===== config.mk =====
export PLATFORM = sky130hd
export DESIGN_NAME = slv_guard_top
export DESIGN_NICKNAME = d
export VERILOG_FILES = /design/src/rtl/slv_guard_pkg.sv /design/src/rtl/slv_guard_regs.sv /design/src/rtl/slv_guard_top.sv /design/src/rtl/txn_budget_monitor.sv
export VERILOG_INCLUDE_DIRS = /design/src /design/src/include
export SDC_FILE = /design/constraint.sdc
export NUM_CORES = 1
export LEC_CHECK = 0
export ABC_AREA = 1
export BUFFER_PORTS_ARGS = -buffer_cell sky130_fd_sc_hd__clkbuf_2
export CORE_MARGIN = 10
export CORE_UTILIZATION = 51
export CTS_BUF_LIST = sky130_fd_sc_hd__clkbuf_8 sky130_fd_sc_hd__clkbuf_16
export DETAILED_ROUTE_END_ITERATION = 8
export PLACE_DENSITY = 0.81
export SKIP_LAST_GASP = 1
export SLEW_MARGIN = 20
export SYNTH_ARGS = -nofsm -noshare
export SYNTH_HDL_FRONTEND = slang
export SYNTH_HIERARCHICAL = 1
export SYNTH_SLANG_ARGS = --single-unit

===== constraint.sdc =====
create_clock -name clk_i -period 4.85 [get_ports clk_i]
set_clock_uncertainty 0.05 [all_clocks]
set_input_delay 0.97 -clock clk_i [delete_from_list [all_inputs] [get_ports clk_i]]
set_output_delay 0.97 -clock clk_i [all_outputs]
set_load 0.01 [all_outputs]

===== src/include/slv_guard_settings.svh =====
// AXI4-Lite subordinate guard settings
// Bus widths, monitor depth, counter width and register map
`ifndef SLV_GUARD_SETTINGS_SVH
`define SLV_GUARD_SETTINGS_SVH

// Bus geometry
`define SG_ADDR_WIDTH 32
`define SG_DATA_WIDTH 32

// Open transactions tracked per direction
`define SG_MAX_OUTSTANDING 4

// Cycle counter and latency budgets
`define SG_CNT_WIDTH 16

// Register byte offsets on the configuration port
`define SG_REG_CTRL      8'h00
`define SG_REG_WR_BUDGET 8'h04
`define SG_REG_RD_BUDGET 8'h08
`define SG_REG_STATUS    8'h0C
`define SG_REG_IRQ_ADDR  8'h10

`endif


===== src/rtl/slv_guard_pkg.sv =====
// AXI4-Lite subordinate guard types
// Channel structs, request/response bundles and register interface structs
`include "slv_guard_settings.svh"

package slv_guard_pkg;

  typedef logic [`SG_ADDR_WIDTH-1:0]   addr_t;
  typedef logic [`SG_DATA_WIDTH-1:0]   data_t;
  typedef logic [`SG_DATA_WIDTH/8-1:0] strb_t;
  typedef logic [`SG_CNT_WIDTH-1:0]    cnt_t;

  // AXI response codes
  localparam logic [1:0] RESP_OKAY   = 2'b00;
  localparam logic [1:0] RESP_SLVERR = 2'b10;

  typedef struct packed {
    addr_t      addr;
    logic [2:0] prot;
  } aw_chan_t;

  typedef struct packed {
    data_t data;
    strb_t strb;
  } w_chan_t;

  typedef struct packed {
    logic [1:0] resp;
  } b_chan_t;

  typedef struct packed {
    addr_t      addr;
    logic [2:0] prot;
  } ar_chan_t;

  typedef struct packed {
    data_t      data;
    logic [1:0] resp;
  } r_chan_t;

  typedef struct packed {
    aw_chan_t aw;
    logic     aw_valid;
    w_chan_t  w;
    logic     w_valid;
    logic     b_ready;
    ar_chan_t ar;
    logic     ar_valid;
    logic     r_ready;
  } axil_req_t;

  typedef struct packed {
    logic    aw_ready;
    logic    w_ready;
    b_chan_t b;
    logic    b_valid;
    logic    ar_ready;
    r_chan_t r;
    logic    r_valid;
  } axil_rsp_t;

  // Software controlled fields
  typedef struct packed {
    logic guard_ena;
    cnt_t wr_budget;
    cnt_t rd_budget;
  } reg2hw_t;

  // Hardware updates, value is written when valid is set
  typedef struct packed {
    logic value;
    logic valid;
  } hw_bit_t;

  typedef struct packed {
    addr_t value;
    logic  valid;
  } hw_addr_t;

  typedef struct packed {
    hw_bit_t  wr_timeout;
    hw_bit_t  rd_timeout;
    hw_addr_t irq_addr;
  } hw2reg_t;

endpackage


===== src/rtl/slv_guard_regs.sv =====
// Guard configuration and status registers
// AXI4-Lite port with enable, budgets, sticky timeout status and captured address
`timescale 1ns/1ns
`include "slv_guard_settings.svh"

module slv_guard_regs import slv_guard_pkg::*; (
  input  logic      clk_i,
  input  logic      rst_n_i,
  input  axil_req_t cfg_req_i,
  output axil_rsp_t cfg_rsp_o,
  input  hw2reg_t   hw2reg_i,
  output reg2hw_t   reg2hw_o,
  output logic      irq_o
);

  logic       ena_q;
  cnt_t       wr_budget_q;
  cnt_t       rd_budget_q;
  logic       wr_stat_q;
  logic       rd_stat_q;
  addr_t      irq_addr_q;
  logic       b_valid_q;
  logic [1:0] b_resp_q;
  logic       r_valid_q;
  r_chan_t    r_q;

  logic       wr_acc;
  logic       rd_acc;
  logic [7:0] wr_off;
  logic [7:0] rd_off;
  data_t      wdata;
  strb_t      wstrb;
  logic       wr_err;
  logic [1:0] stat_clr;
  r_chan_t    r_d;

  // Byte-wise merge of a write into a register value
  function automatic data_t strb_merge(data_t old_val, data_t new_val, strb_t strb);
    data_t res;
    res = old_val;
    for (int i = 0; i < $bits(strb_t); i++) begin
      if (strb[i]) begin
        res[i*8 +: 8] = new_val[i*8 +: 8];
      end
    end
    return res;
  endfunction

  // AW and W are only taken together
  assign wr_acc = cfg_req_i.aw_valid & cfg_req_i.w_valid & ~b_valid_q;
  assign rd_acc = cfg_req_i.ar_valid & ~r_valid_q;
  assign wr_off = cfg_req_i.aw.addr[7:0];
  assign rd_off = cfg_req_i.ar.addr[7:0];
  assign wdata  = cfg_req_i.w.data;
  assign wstrb  = cfg_req_i.w.strb;

  always_comb begin
    wr_err   = 1'b0;
    stat_clr = 2'b00;
    case (wr_off)
      `SG_REG_CTRL, `SG_REG_WR_BUDGET, `SG_REG_RD_BUDGET, `SG_REG_IRQ_ADDR: wr_err = 1'b0;
      `SG_REG_STATUS: begin
        if (wr_acc && wstrb[0]) begin
          stat_clr = wdata[1:0];
        end
      end
      default: wr_err = 1'b1;
    endcase
  end

  // Read data mux
  always_comb begin
    r_d.data = '0;
    r_d.resp = RESP_OKAY;
    case (rd_off)
      `SG_REG_CTRL:      r_d.data[0]   = ena_q;
      `SG_REG_WR_BUDGET: r_d.data      = data_t'(wr_budget_q);
      `SG_REG_RD_BUDGET: r_d.data      = data_t'(rd_budget_q);
      `SG_REG_STATUS:    r_d.data[1:0] = {rd_stat_q, wr_stat_q};
      `SG_REG_IRQ_ADDR:  r_d.data      = data_t'(irq_addr_q);
      default:           r_d.resp      = RESP_SLVERR;
    endcase
  end

  always_ff @(posedge clk_i) begin
    if (!rst_n_i) begin
      ena_q       <= 1'b0;
      wr_budget_q <= '1;
      rd_budget_q <= '1;
      wr_stat_q   <= 1'b0;
      rd_stat_q   <= 1'b0;
      irq_addr_q  <= '0;
      b_valid_q   <= 1'b0;
      r_valid_q   <= 1'b0;
    end else begin
      if (wr_acc) begin
        case (wr_off)
          `SG_REG_CTRL: begin
            if (wstrb[0]) begin
              ena_q <= wdata[0];
            end
          end
          `SG_REG_WR_BUDGET:
            wr_budget_q <= cnt_t'(strb_merge(data_t'(wr_budget_q), wdata, wstrb));
          `SG_REG_RD_BUDGET:
            rd_budget_q <= cnt_t'(strb_merge(data_t'(rd_budget_q), wdata, wstrb));
          default: ;
        endcase
      end
      // Hardware set wins over a software clear
      if (hw2reg_i.wr_timeout.valid) begin
        wr_stat_q <= hw2reg_i.wr_timeout.value;
      end else if (stat_clr[0]) begin
        wr_stat_q <= 1'b0;
      end
      if (hw2reg_i.rd_timeout.valid) begin
        rd_stat_q <= hw2reg_i.rd_timeout.value;
      end else if (stat_clr[1]) begin
        rd_stat_q <= 1'b0;
      end
      // Only the first timeout address is kept
      if (hw2reg_i.irq_addr.valid && !wr_stat_q && !rd_stat_q) begin
        irq_addr_q <= hw2reg_i.irq_addr.value;
      end
      if (wr_acc) begin
        b_valid_q <= 1'b1;
      end else if (cfg_req_i.b_ready) begin
        b_valid_q <= 1'b0;
      end
      if (rd_acc) begin
        r_valid_q <= 1'b1;
      end else if (cfg_req_i.r_ready) begin
        r_valid_q <= 1'b0;
      end
    end
  end

  always_ff @(posedge clk_i) begin
    if (wr_acc) begin
      b_resp_q <= wr_err ? RESP_SLVERR : RESP_OKAY;
    end
    if (rd_acc) begin
      r_q <= r_d;
    end
  end

  always_comb begin
    cfg_rsp_o          = '0;
    cfg_rsp_o.aw_ready = ~b_valid_q & cfg_req_i.w_valid;
    cfg_rsp_o.w_ready  = ~b_valid_q & cfg_req_i.aw_valid;
    cfg_rsp_o.b.resp   = b_resp_q;
    cfg_rsp_o.b_valid  = b_valid_q;
    cfg_rsp_o.ar_ready = ~r_valid_q;
    cfg_rsp_o.r        = r_q;
    cfg_rsp_o.r_valid  = r_valid_q;
  end

  assign reg2hw_o.guard_ena = ena_q;
  assign reg2hw_o.wr_budget = wr_budget_q;
  assign reg2hw_o.rd_budget = rd_budget_q;

  assign irq_o = wr_stat_q | rd_stat_q;

endmodule


===== src/rtl/slv_guard_top.sv =====
// AXI4-Lite subordinate guard
// Passes traffic through, times both directions and isolates a hung subordinate
`timescale 1ns/1ns

module slv_guard_top import slv_guard_pkg::*; (
  input  logic      clk_i,
  input  logic      rst_n_i,
  input  axil_req_t mgr_req_i,
  output axil_rsp_t mgr_rsp_o,
  output axil_req_t sub_req_o,
  input  axil_rsp_t sub_rsp_i,
  input  axil_req_t cfg_req_i,
  output axil_rsp_t cfg_rsp_o,
  output logic      irq_o,
  output logic      rst_req_o,
  input  logic      rst_stat_i
);

  reg2hw_t reg2hw;
  hw2reg_t hw2reg;

  logic  wr_full, rd_full;
  logic  wr_timeout, rd_timeout;
  addr_t wr_addr, rd_addr;
  logic  aw_hs, b_hs, ar_hs, r_hs;

  slv_guard_regs i_regs (
    .clk_i     ( clk_i     ),
    .rst_n_i   ( rst_n_i   ),
    .cfg_req_i ( cfg_req_i ),
    .cfg_rsp_o ( cfg_rsp_o ),
    .hw2reg_i  ( hw2reg    ),
    .reg2hw_o  ( reg2hw    ),
    .irq_o     ( irq_o     )
  );

  // Handshakes seen on the subordinate side
  assign aw_hs = sub_req_o.aw_valid & sub_rsp_i.aw_ready;
  assign b_hs  = sub_rsp_i.b_valid & sub_req_o.b_ready;
  assign ar_hs = sub_req_o.ar_valid & sub_rsp_i.ar_ready;
  assign r_hs  = sub_rsp_i.r_valid & sub_req_o.r_ready;

  txn_budget_monitor #(
    .chan_t ( aw_chan_t )
  ) i_wr_monitor (
    .clk_i          ( clk_i            ),
    .rst_n_i        ( rst_n_i          ),
    .ena_i          ( reg2hw.guard_ena ),
    .budget_i       ( reg2hw.wr_budget ),
    .start_i        ( aw_hs            ),
    .chan_i         ( sub_req_o.aw     ),
    .done_i         ( b_hs             ),
    .clear_i        ( rst_stat_i       ),
    .full_o         ( wr_full          ),
    .timeout_o      ( wr_timeout       ),
    .timeout_addr_o ( wr_addr          )
  );

  txn_budget_monitor #(
    .chan_t ( ar_chan_t )
  ) i_rd_monitor (
    .clk_i          ( clk_i            ),
    .rst_n_i        ( rst_n_i          ),
    .ena_i          ( reg2hw.guard_ena ),
    .budget_i       ( reg2hw.rd_budget ),
    .start_i        ( ar_hs            ),
    .chan_i         ( sub_req_o.ar     ),
    .done_i         ( r_hs             ),
    .clear_i        ( rst_stat_i       ),
    .full_o         ( rd_full          ),
    .timeout_o      ( rd_timeout       ),
    .timeout_addr_o ( rd_addr          )
  );

  assign rst_req_o = wr_timeout | rd_timeout;

  // Write address wins when both directions time out together
  always_comb begin
    hw2reg.wr_timeout.value = 1'b1;
    hw2reg.wr_timeout.valid = wr_timeout;
    hw2reg.rd_timeout.value = 1'b1;
    hw2reg.rd_timeout.valid = rd_timeout;
    hw2reg.irq_addr.value   = wr_timeout ? wr_addr : rd_addr;
    hw2reg.irq_addr.valid   = wr_timeout | rd_timeout;
  end

  always_comb begin
    sub_req_o          = mgr_req_i;
    sub_req_o.aw_valid = mgr_req_i.aw_valid & ~wr_full;
    sub_req_o.ar_valid = mgr_req_i.ar_valid & ~rd_full;
    mgr_rsp_o          = sub_rsp_i;
    mgr_rsp_o.aw_ready = sub_rsp_i.aw_ready & ~wr_full;
    mgr_rsp_o.ar_ready = sub_rsp_i.ar_ready & ~rd_full;
    // Isolate both sides until the subordinate reset completes
    if (rst_req_o) begin
      sub_req_o = '0;
      mgr_rsp_o = '0;
    end
  end

endmodule


===== src/rtl/txn_budget_monitor.sv =====
// Transaction latency monitor for one bus direction
// Tracks open transactions in order and flags the first one to overrun its budget
`timescale 1ns/1ns
`include "slv_guard_settings.svh"

module txn_budget_monitor import slv_guard_pkg::*; #(
  parameter type chan_t = aw_chan_t
) (
  input  logic  clk_i,
  input  logic  rst_n_i,
  input  logic  ena_i,
  input  cnt_t  budget_i,
  input  logic  start_i,
  input  chan_t chan_i,
  input  logic  done_i,
  input  logic  clear_i,
  output logic  full_o,
  output logic  timeout_o,
  output addr_t timeout_addr_o
);

  localparam int unsigned Depth    = `SG_MAX_OUTSTANDING;
  localparam int unsigned PtrWidth = (Depth > 1) ? $clog2(Depth) : 1;

  typedef logic [PtrWidth-1:0]         ptr_t;
  typedef logic [$clog2(Depth+1)-1:0]  fill_t;

  // One open transaction
  typedef struct packed {
    cnt_t  stamp;
    addr_t addr;
  } entry_t;

  cnt_t   now_q;
  entry_t fifo_q [Depth];
  ptr_t   wr_ptr_q;
  ptr_t   rd_ptr_q;
  fill_t  fill_q;
  logic   timeout_q;
  addr_t  timeout_addr_q;

  logic   empty;
  logic   push;
  logic   pop;
  entry_t head;
  cnt_t   head_age;
  logic   late;

  function automatic ptr_t next_ptr(ptr_t ptr);
    ptr_t res;
    if (ptr == ptr_t'(Depth - 1)) begin
      res = '0;
    end else begin
      res = ptr + ptr_t'(1);
    end
    return res;
  endfunction

  assign empty  = (fill_q == '0);
  assign full_o = (fill_q == fill_t'(Depth));
  assign push   = start_i & ~full_o;
  assign pop    = done_i & ~empty;

  // Transactions complete in order, so the head is the oldest
  assign head     = fifo_q[rd_ptr_q];
  assign head_age = now_q - head.stamp;

  // Age reaches budget+1 on the coming edge
  assign late = ena_i & ~empty & (head_age >= budget_i);

  always_ff @(posedge clk_i) begin
    if (!rst_n_i) begin
      now_q     <= '0;
      wr_ptr_q  <= '0;
      rd_ptr_q  <= '0;
      fill_q    <= '0;
      timeout_q <= 1'b0;
    end else begin
      now_q <= now_q + cnt_t'(1);
      if (clear_i) begin
        // Subordinate was reset and has dropped everything in flight
        wr_ptr_q  <= '0;
        rd_ptr_q  <= '0;
        fill_q    <= '0;
        timeout_q <= 1'b0;
      end else begin
        if (push) begin
          wr_ptr_q <= next_ptr(wr_ptr_q);
        end
        if (pop) begin
          rd_ptr_q <= next_ptr(rd_ptr_q);
        end
        if (push && !pop) begin
          fill_q <= fill_q + fill_t'(1);
        end else if (pop && !push) begin
          fill_q <= fill_q - fill_t'(1);
        end
        if (late) begin
          timeout_q <= 1'b1;
        end
      end
    end
  end

  // Stamp holds the counter value seen after the start edge
  always_ff @(posedge clk_i) begin
    if (push) begin
      fifo_q[wr_ptr_q] <= '{stamp: now_q + cnt_t'(1), addr: chan_i.addr};
    end
    if (late && !timeout_q && !clear_i) begin
      timeout_addr_q <= head.addr;
    end
  end

  assign timeout_o      = timeout_q;
  assign timeout_addr_o = timeout_addr_q;

endmodule


-- After elaboration in Yosys (flattened, before gate mapping)
Memory sizes are Yosys's and may differ from the RTL's. A register that Yosys moved wholly into a read port is not among the register bits.
Cells that the tools add are included.
- register bits: 217
- memory bits (writable): 384
- input port bits: 266
- output and inout port bits: 195
- word-level logic and storage cells: 157
- memories kept: 2
- add/sub/neg operators: 12
- $lt $le $gt $ge: 2
- eq/ne operators: 14
- mux-type cells: 34
- bitwise gates (word level): 30
- reduce and logical (&&, ||, !) cells: 38
- memory list (name ; depth ; width ; read ports ; clocked after Yosys merged registers in ; wr ports ; line ; RTL):
    i_rd_monitor.fifo_q ; 4 ; 48 ; 1 ; 1 ; 1 ; txn_budget_monitor.sv:35 ; entry_t fifo_q [Depth];
    i_wr_monitor.fifo_q ; 4 ; 48 ; 1 ; 1 ; 1 ; txn_budget_monitor.sv:35 ;
- operators with widths (cell ; count):
    two-way mux 111 bit ; 1
    case mux 30 bit (3 select lines) ; 1
    two-way mux 41 bit ; 1
    adder 16 x 1 -> 16 bit (second input constant) ; 2
    equality test 8 x 4 -> 1 bit (second input constant) ; 4
    greater-or-equal comparator 16 bit ; 2
    two-way mux 32 bit ; 1
    subtractor 16 bit ; 2
    two-way mux 2 bit ; 12
    bitwise AND 1 bit ; 21
    equality test 8 x 3 -> 1 bit (second input constant) ; 2
    equality test 8 x 5 -> 1 bit (second input constant) ; 2
    logical NOT 8 bit ; 2
    AND reduction 3 bit ; 5
    two-way mux 1 bit ; 12
    two-way mux 3 bit ; 4
    nonzero test 2 bit ; 6
    logical AND 1 bit ; 11
    OR reduction 5 bit ; 2
    logical NOT 1 bit ; 9
    adder 2 x 1 -> 2 bit (second input constant) ; 4
    equality test 2 bit (second input constant) ; 4
    inverter 1 bit ; 7
    adder 3 x 1 -> 3 bit (second input constant) ; 2
    other kinds (7) ; 11

-- Logic depth before layout (Yosys ltp)
- word-level depth: 10
- depth in mapped cells: 25
- mapped depth without buffers: 22

-- By module
Netlist, hierarchy kept.
- modules (own cells, without submodules) (module ; times used ; cells an instance ; area an instance (um2) ; seq. area each (um2)):
    txn_budget_monitor (i_wr_monitor) ; 1 ; 877 ; 10546.4 ; 7247.0
    txn_budget_monitor (i_rd_monitor) ; 1 ; 876 ; 10536.4 ; 7247.0
    slv_guard_regs ; 1 ; 498 ; 4327.9 ; 2402.3
    slv_guard_top ; 1 ; 435 ; 1929.4 ; 0.0

-- Worst setup path after synthesis
OpenSTA, ideal clock, no wires.
- path type: register to register
- from: reg (tool-made name)
- to: reg i_wr_monitor.timeout_addr_q[0], in the netlist i_wr_monitor/timeout_addr_o[0] (enable)
- library setup time: 421 ps
- arrival: 4308 ps
- required time: 4379 ps
- setup slack: 70 ps
- stages on the path, launching flop included: 24
- buffers on the path: 3
- period minus slack after synthesis: 4780 ps
- path through: dfxtp_1 -> buf_2 -> buf_4 -> clkbuf_1 -> o21ai_0 -> o22ai_1 -> ha_1 -> inv_1 -> fa_1 -> nand3_1 -> nand2_1 -> nand3_1 -> nand2_1 -> nand3_1 -> nand2_1 -> nand2_1 -> nand2_1 -> ha_1 -> nand2_1 -> nor3_1 -> nand2_1 -> nand2_1 -> nand3_1 -> nor2_1
- RTL lines (element ; line ; RTL):
    end signal, assigned ; txn_budget_monitor.sv:111 ; timeout_addr_q <= head.addr;
    end, declared ; txn_budget_monitor.sv:40 ; addr_t timeout_addr_q;

==> out/results.ini <==
[sta]
max_freq_mhz = 241
worst_slew_pin_slew_ns = 0.943
min_period_ns = 4.15
finalSetupViolations = 0
hold_violations = 0
setup_tns_ns = 0
setup_ws_ns = 0.701
rsz0062_at_grt = false
relSlewSlack_pct = 37.0
drv_slew = 0
fin_crit_sh_pct = 85.5

[worst_hold_path]
hp-class = reg2reg
hold_end = i_regs/irq_addr_q[18]$_SDFFE_PN0P_
worst_hold_startpoint = i_regs/irq_addr_q[18]$_SDFFE_PN0P_
hold-path-cell-count = 2

[synth]
yosys_warnings = 6
avgSynthCellArea_um2 = 10.2
async_reset_ff_share_pct = 0
ys_ff_latch = 603
synth_edf_count = 482
synth_cells = 2686
netlist_area_um2 = 27300
yosysSeqAreaShare_pct = 61.8
synthFlopType = edfxtp_1
yosysUniqueCellTypes = 52

[power_and_ir_drop]
pwr_density_cell_nw_per_um2 = 340
peakVddDrop_mv = 0.294
leakagePower_uw = 0.0139

[critical_path]
crit_top_cell = nand2_1
r2r_cells = 20
critPathSlowestCell = ha_1
crit_type = reg2reg
crit_path_max_fanout = 32
setup.worst_path.start_class = flop
cp_slowest_stage_delay_ns = 0.36
crit_path_end_kind = flop
cp.required_ns = 5.10
cp_cell_sequence = clkinv_1, buf_4, a32o_1, ha_1, nand2_1, inv_1, a21oi_1, nor2_1, nor2_1, nand3_1, nand2_1, inv_1, ha_1, nand2_1, nor3_1, nand2_1, nand2_1, nand3_1, nor2_2, buf_12
r2r-end = i_wr_monitor/timeout_addr_o[31]$_DFFE_PP_
r2r_slack_ns = 0.70
cp.arrival_ns = 4.40

[clocking]
post_cts_resized = 0
ctsHtreeMaxLevel = 2
clockBufferDepth = 3
cts_buffers = 58
clkSlewWorstSetupHoldPaths_ns = 0.06
cts.sinks = 603
cts_tree = yes
root_buffer = clkbuf_16
cts_hold_buffers = 0
clock_latency_ns = 0.64
cts_setup_buffers = 0

[layout]
layout-drive-gt1-share_pct = 20.5
area_delta_synth_final_pct = 16.2
regArea_um2 = 16900
multi_input_area_um2 = 8520
num-fill-cells = 4193
nets = 3402

[drt]
wire_per_inst_um = 17.9
drc = 0
routed-wl-met2_um = 33100
wl_met3_um = 6220
top_layer_used = met4
drt-pass1-iter-count = 6
drtIter0Drc = 1765
via_count = 20100
wl_met1_um = 26800
via_per_inst = 5.30
drt-total-wl_um = 67800
postRouteAntennaNets = 0

[global_routing]
gr-usage-all-layers_pct = 21.0
grt_antenna_before_repair = 0
grt_pass1_wl_um = 105000
grt_start_max_net_pins = 89
grt.overflow.total = 0
grt_pass1_vias = 19800

[floorplanning]
ioPinCount = 461
initial_core_util_pct = 51.7
coreArea_um2 = 52900
dieArea_um2 = 63300
die_y_um = 252
die_w_um = 252
rows = 84

[flow_run]
drv_cap = 0

[placement]
gp_routability_congestion = 0.929
place_ws_ns = 0.750
port_buffers = 386
place_hpwl_um = 47700

[run_status]
status = completed

report_power, final:
group | leakage (µW) | total, µW | internal, µW | switching, µW
logic | 0.00753 | 766 | 282 | 484
registers | 0.00541 | 5690 | 5660 | 29.1
clock network | 0.000954 | 4320 | 2440 | 1890
synth_stat cells, drive strengths merged, types with 17 or more instances:
library cell,instances,area [µm²]
clkbuf,56,210
a32o,28,280
inv,359,1350
nand4,17,113
xor2,27,236
nand2,452,1730
edfxtp,482,14500
o22ai,66,413
buf,57,434
nor3,24,143
nor2,435,1950
ha,78,976
o21ai,198,995
dfxtp,121,2420
a21oi,115,583
nand3,122,626
through the flow:
| step | cells | total power (µW) | utilization, % | hold slack [ns] | area [µm²] |
|---|---|---|---|---|---|
| 6_report | 3791 | 10800 | 60.1 | 0.407 | 31800 |
| 5_1_grt | 3790 | 11200 | 60.1 | 0.437 | 31800 |
| 2_1_floorplan | 2688 | 6250 | - | 0.380 | 27300 |
| 4_1_cts | 3790 | 10900 | 60.1 | 0.411 | 31800 |
| 3_3_place_gp | 3682 | 6550 | 56.5 | 0.387 | 29900 |
| 3_5_place_dp | 3682 | 6570 | 56.5 | 0.401 | 29900 |
cells in the final DEF (no fill, tap or decap), types with 4 or more instances in the layout:
cell	instances
a32o_1	28
nand2_2	9
dfxtp_1	119
bufinv_16	4
nor2_4	25
clkbuf_16	58
nor2_1	333
o21ai_0	195
xor2_1	27
edfxtp_1	482
o21a_1	6
buf_4	27
nor3_1	22
ha_1	78
fa_1	4
buf_12	6
xnor2_1	5
inv_2	7
clkbuf_2	386
nand4_1	16
clkinv_2	10
clkinv_1	15
nand3_1	119
a21o_1	5
conb_1	4
o22ai_1	66
a21oi_1	113
inv_1	363
o21bai_1	6
nor2_2	77
nand2_1	442
cell type report:
class / count / share of cell area (%)
Clock inverter: 47 / 1.16
Clock buffer: 61 / 4.70
Inverter: 361 / 4.28
Sequential cell: 603 / 53.2
Antenna cell: 1 / 0.00788
Multi-Input combinational cell: 1611 / 26.8
Tap cell: 688 / 2.71
Timing Repair Buffer: 419 / 7.10
sequential cells by signal, indices dropped and copies added (netlist names), 16 cells and up, named ones only:
signal / count
i_regs/rd_budget_q: 16
i_wr_monitor/fifo_q: 192
i_rd_monitor/fifo_q: 192
i_regs/wr_budget_q: 16
i_regs/irq_addr_q: 32
i_wr_monitor/timeout_addr_o: 32
i_rd_monitor/timeout_addr_o: 32
i_wr_monitor/now_q: 16
i_regs/cfg_rsp_o: 33
i_rd_monitor/now_q: 16
worst max-delay path by stage:
stage	startpoint	end	slack, ns	cells past startpoint
final	flop	i_wr_monitor/timeout_addr_o[31]$_DFFE_PP_	0.70	20
after CTS	flop	i_rd_monitor/timeout_addr_o[30]$_DFFE_PP_	0.73	20
after detailed placement	flop	i_wr_monitor/timeout_addr_o[19]$_DFFE_PP_	0.75	20
after global placement	flop	i_rd_monitor/timeout_addr_o[6]$_DFFE_PP_	0.80	20
after global routing	flop	i_wr_monitor/timeout_addr_o[31]$_DFFE_PP_	0.39	20
after floorplan	flop	i_wr_monitor/timeout_addr_o[0]$_DFFE_PP_	0.07	23
critical path: cells and delay by family (launching register included):
| family | cells | cell delay (ns) |
|---|---|---|
| DFF | 1 | 0.34 |
| and+or+nand+nor | 11 | 1.27 |
| buffers and inverters | 5 | 1.01 |
| adders and majority gates | 2 | 0.64 |
| AOI/OAI and AO/OA | 2 | 0.50 |
layer usage:
| layer | vias to the layer above | global-route usage (%) |
|---|---|---|
| met5 | - | 0 |
| met4 | 0 | 6.82 |
| met3 | 107 | 4.84 |
| met2 | 834 | 35.7 |
| met1 | 9418 | 26.2 |
| li1 | 9738 | - |
logic make-up after synthesis:
logic type      count (synthesis)  share of synthesized area (%)
simple gates                 1059                           16.9
fa+ha+maj                      82                           3.86
flops                         603                           61.8
other cells                     2                         0.0275
buf+inv                       474                           7.33
xor+xnor                       32                           1.03
compound gates                434                           9.06
Power figures use the tool's default switching activity.
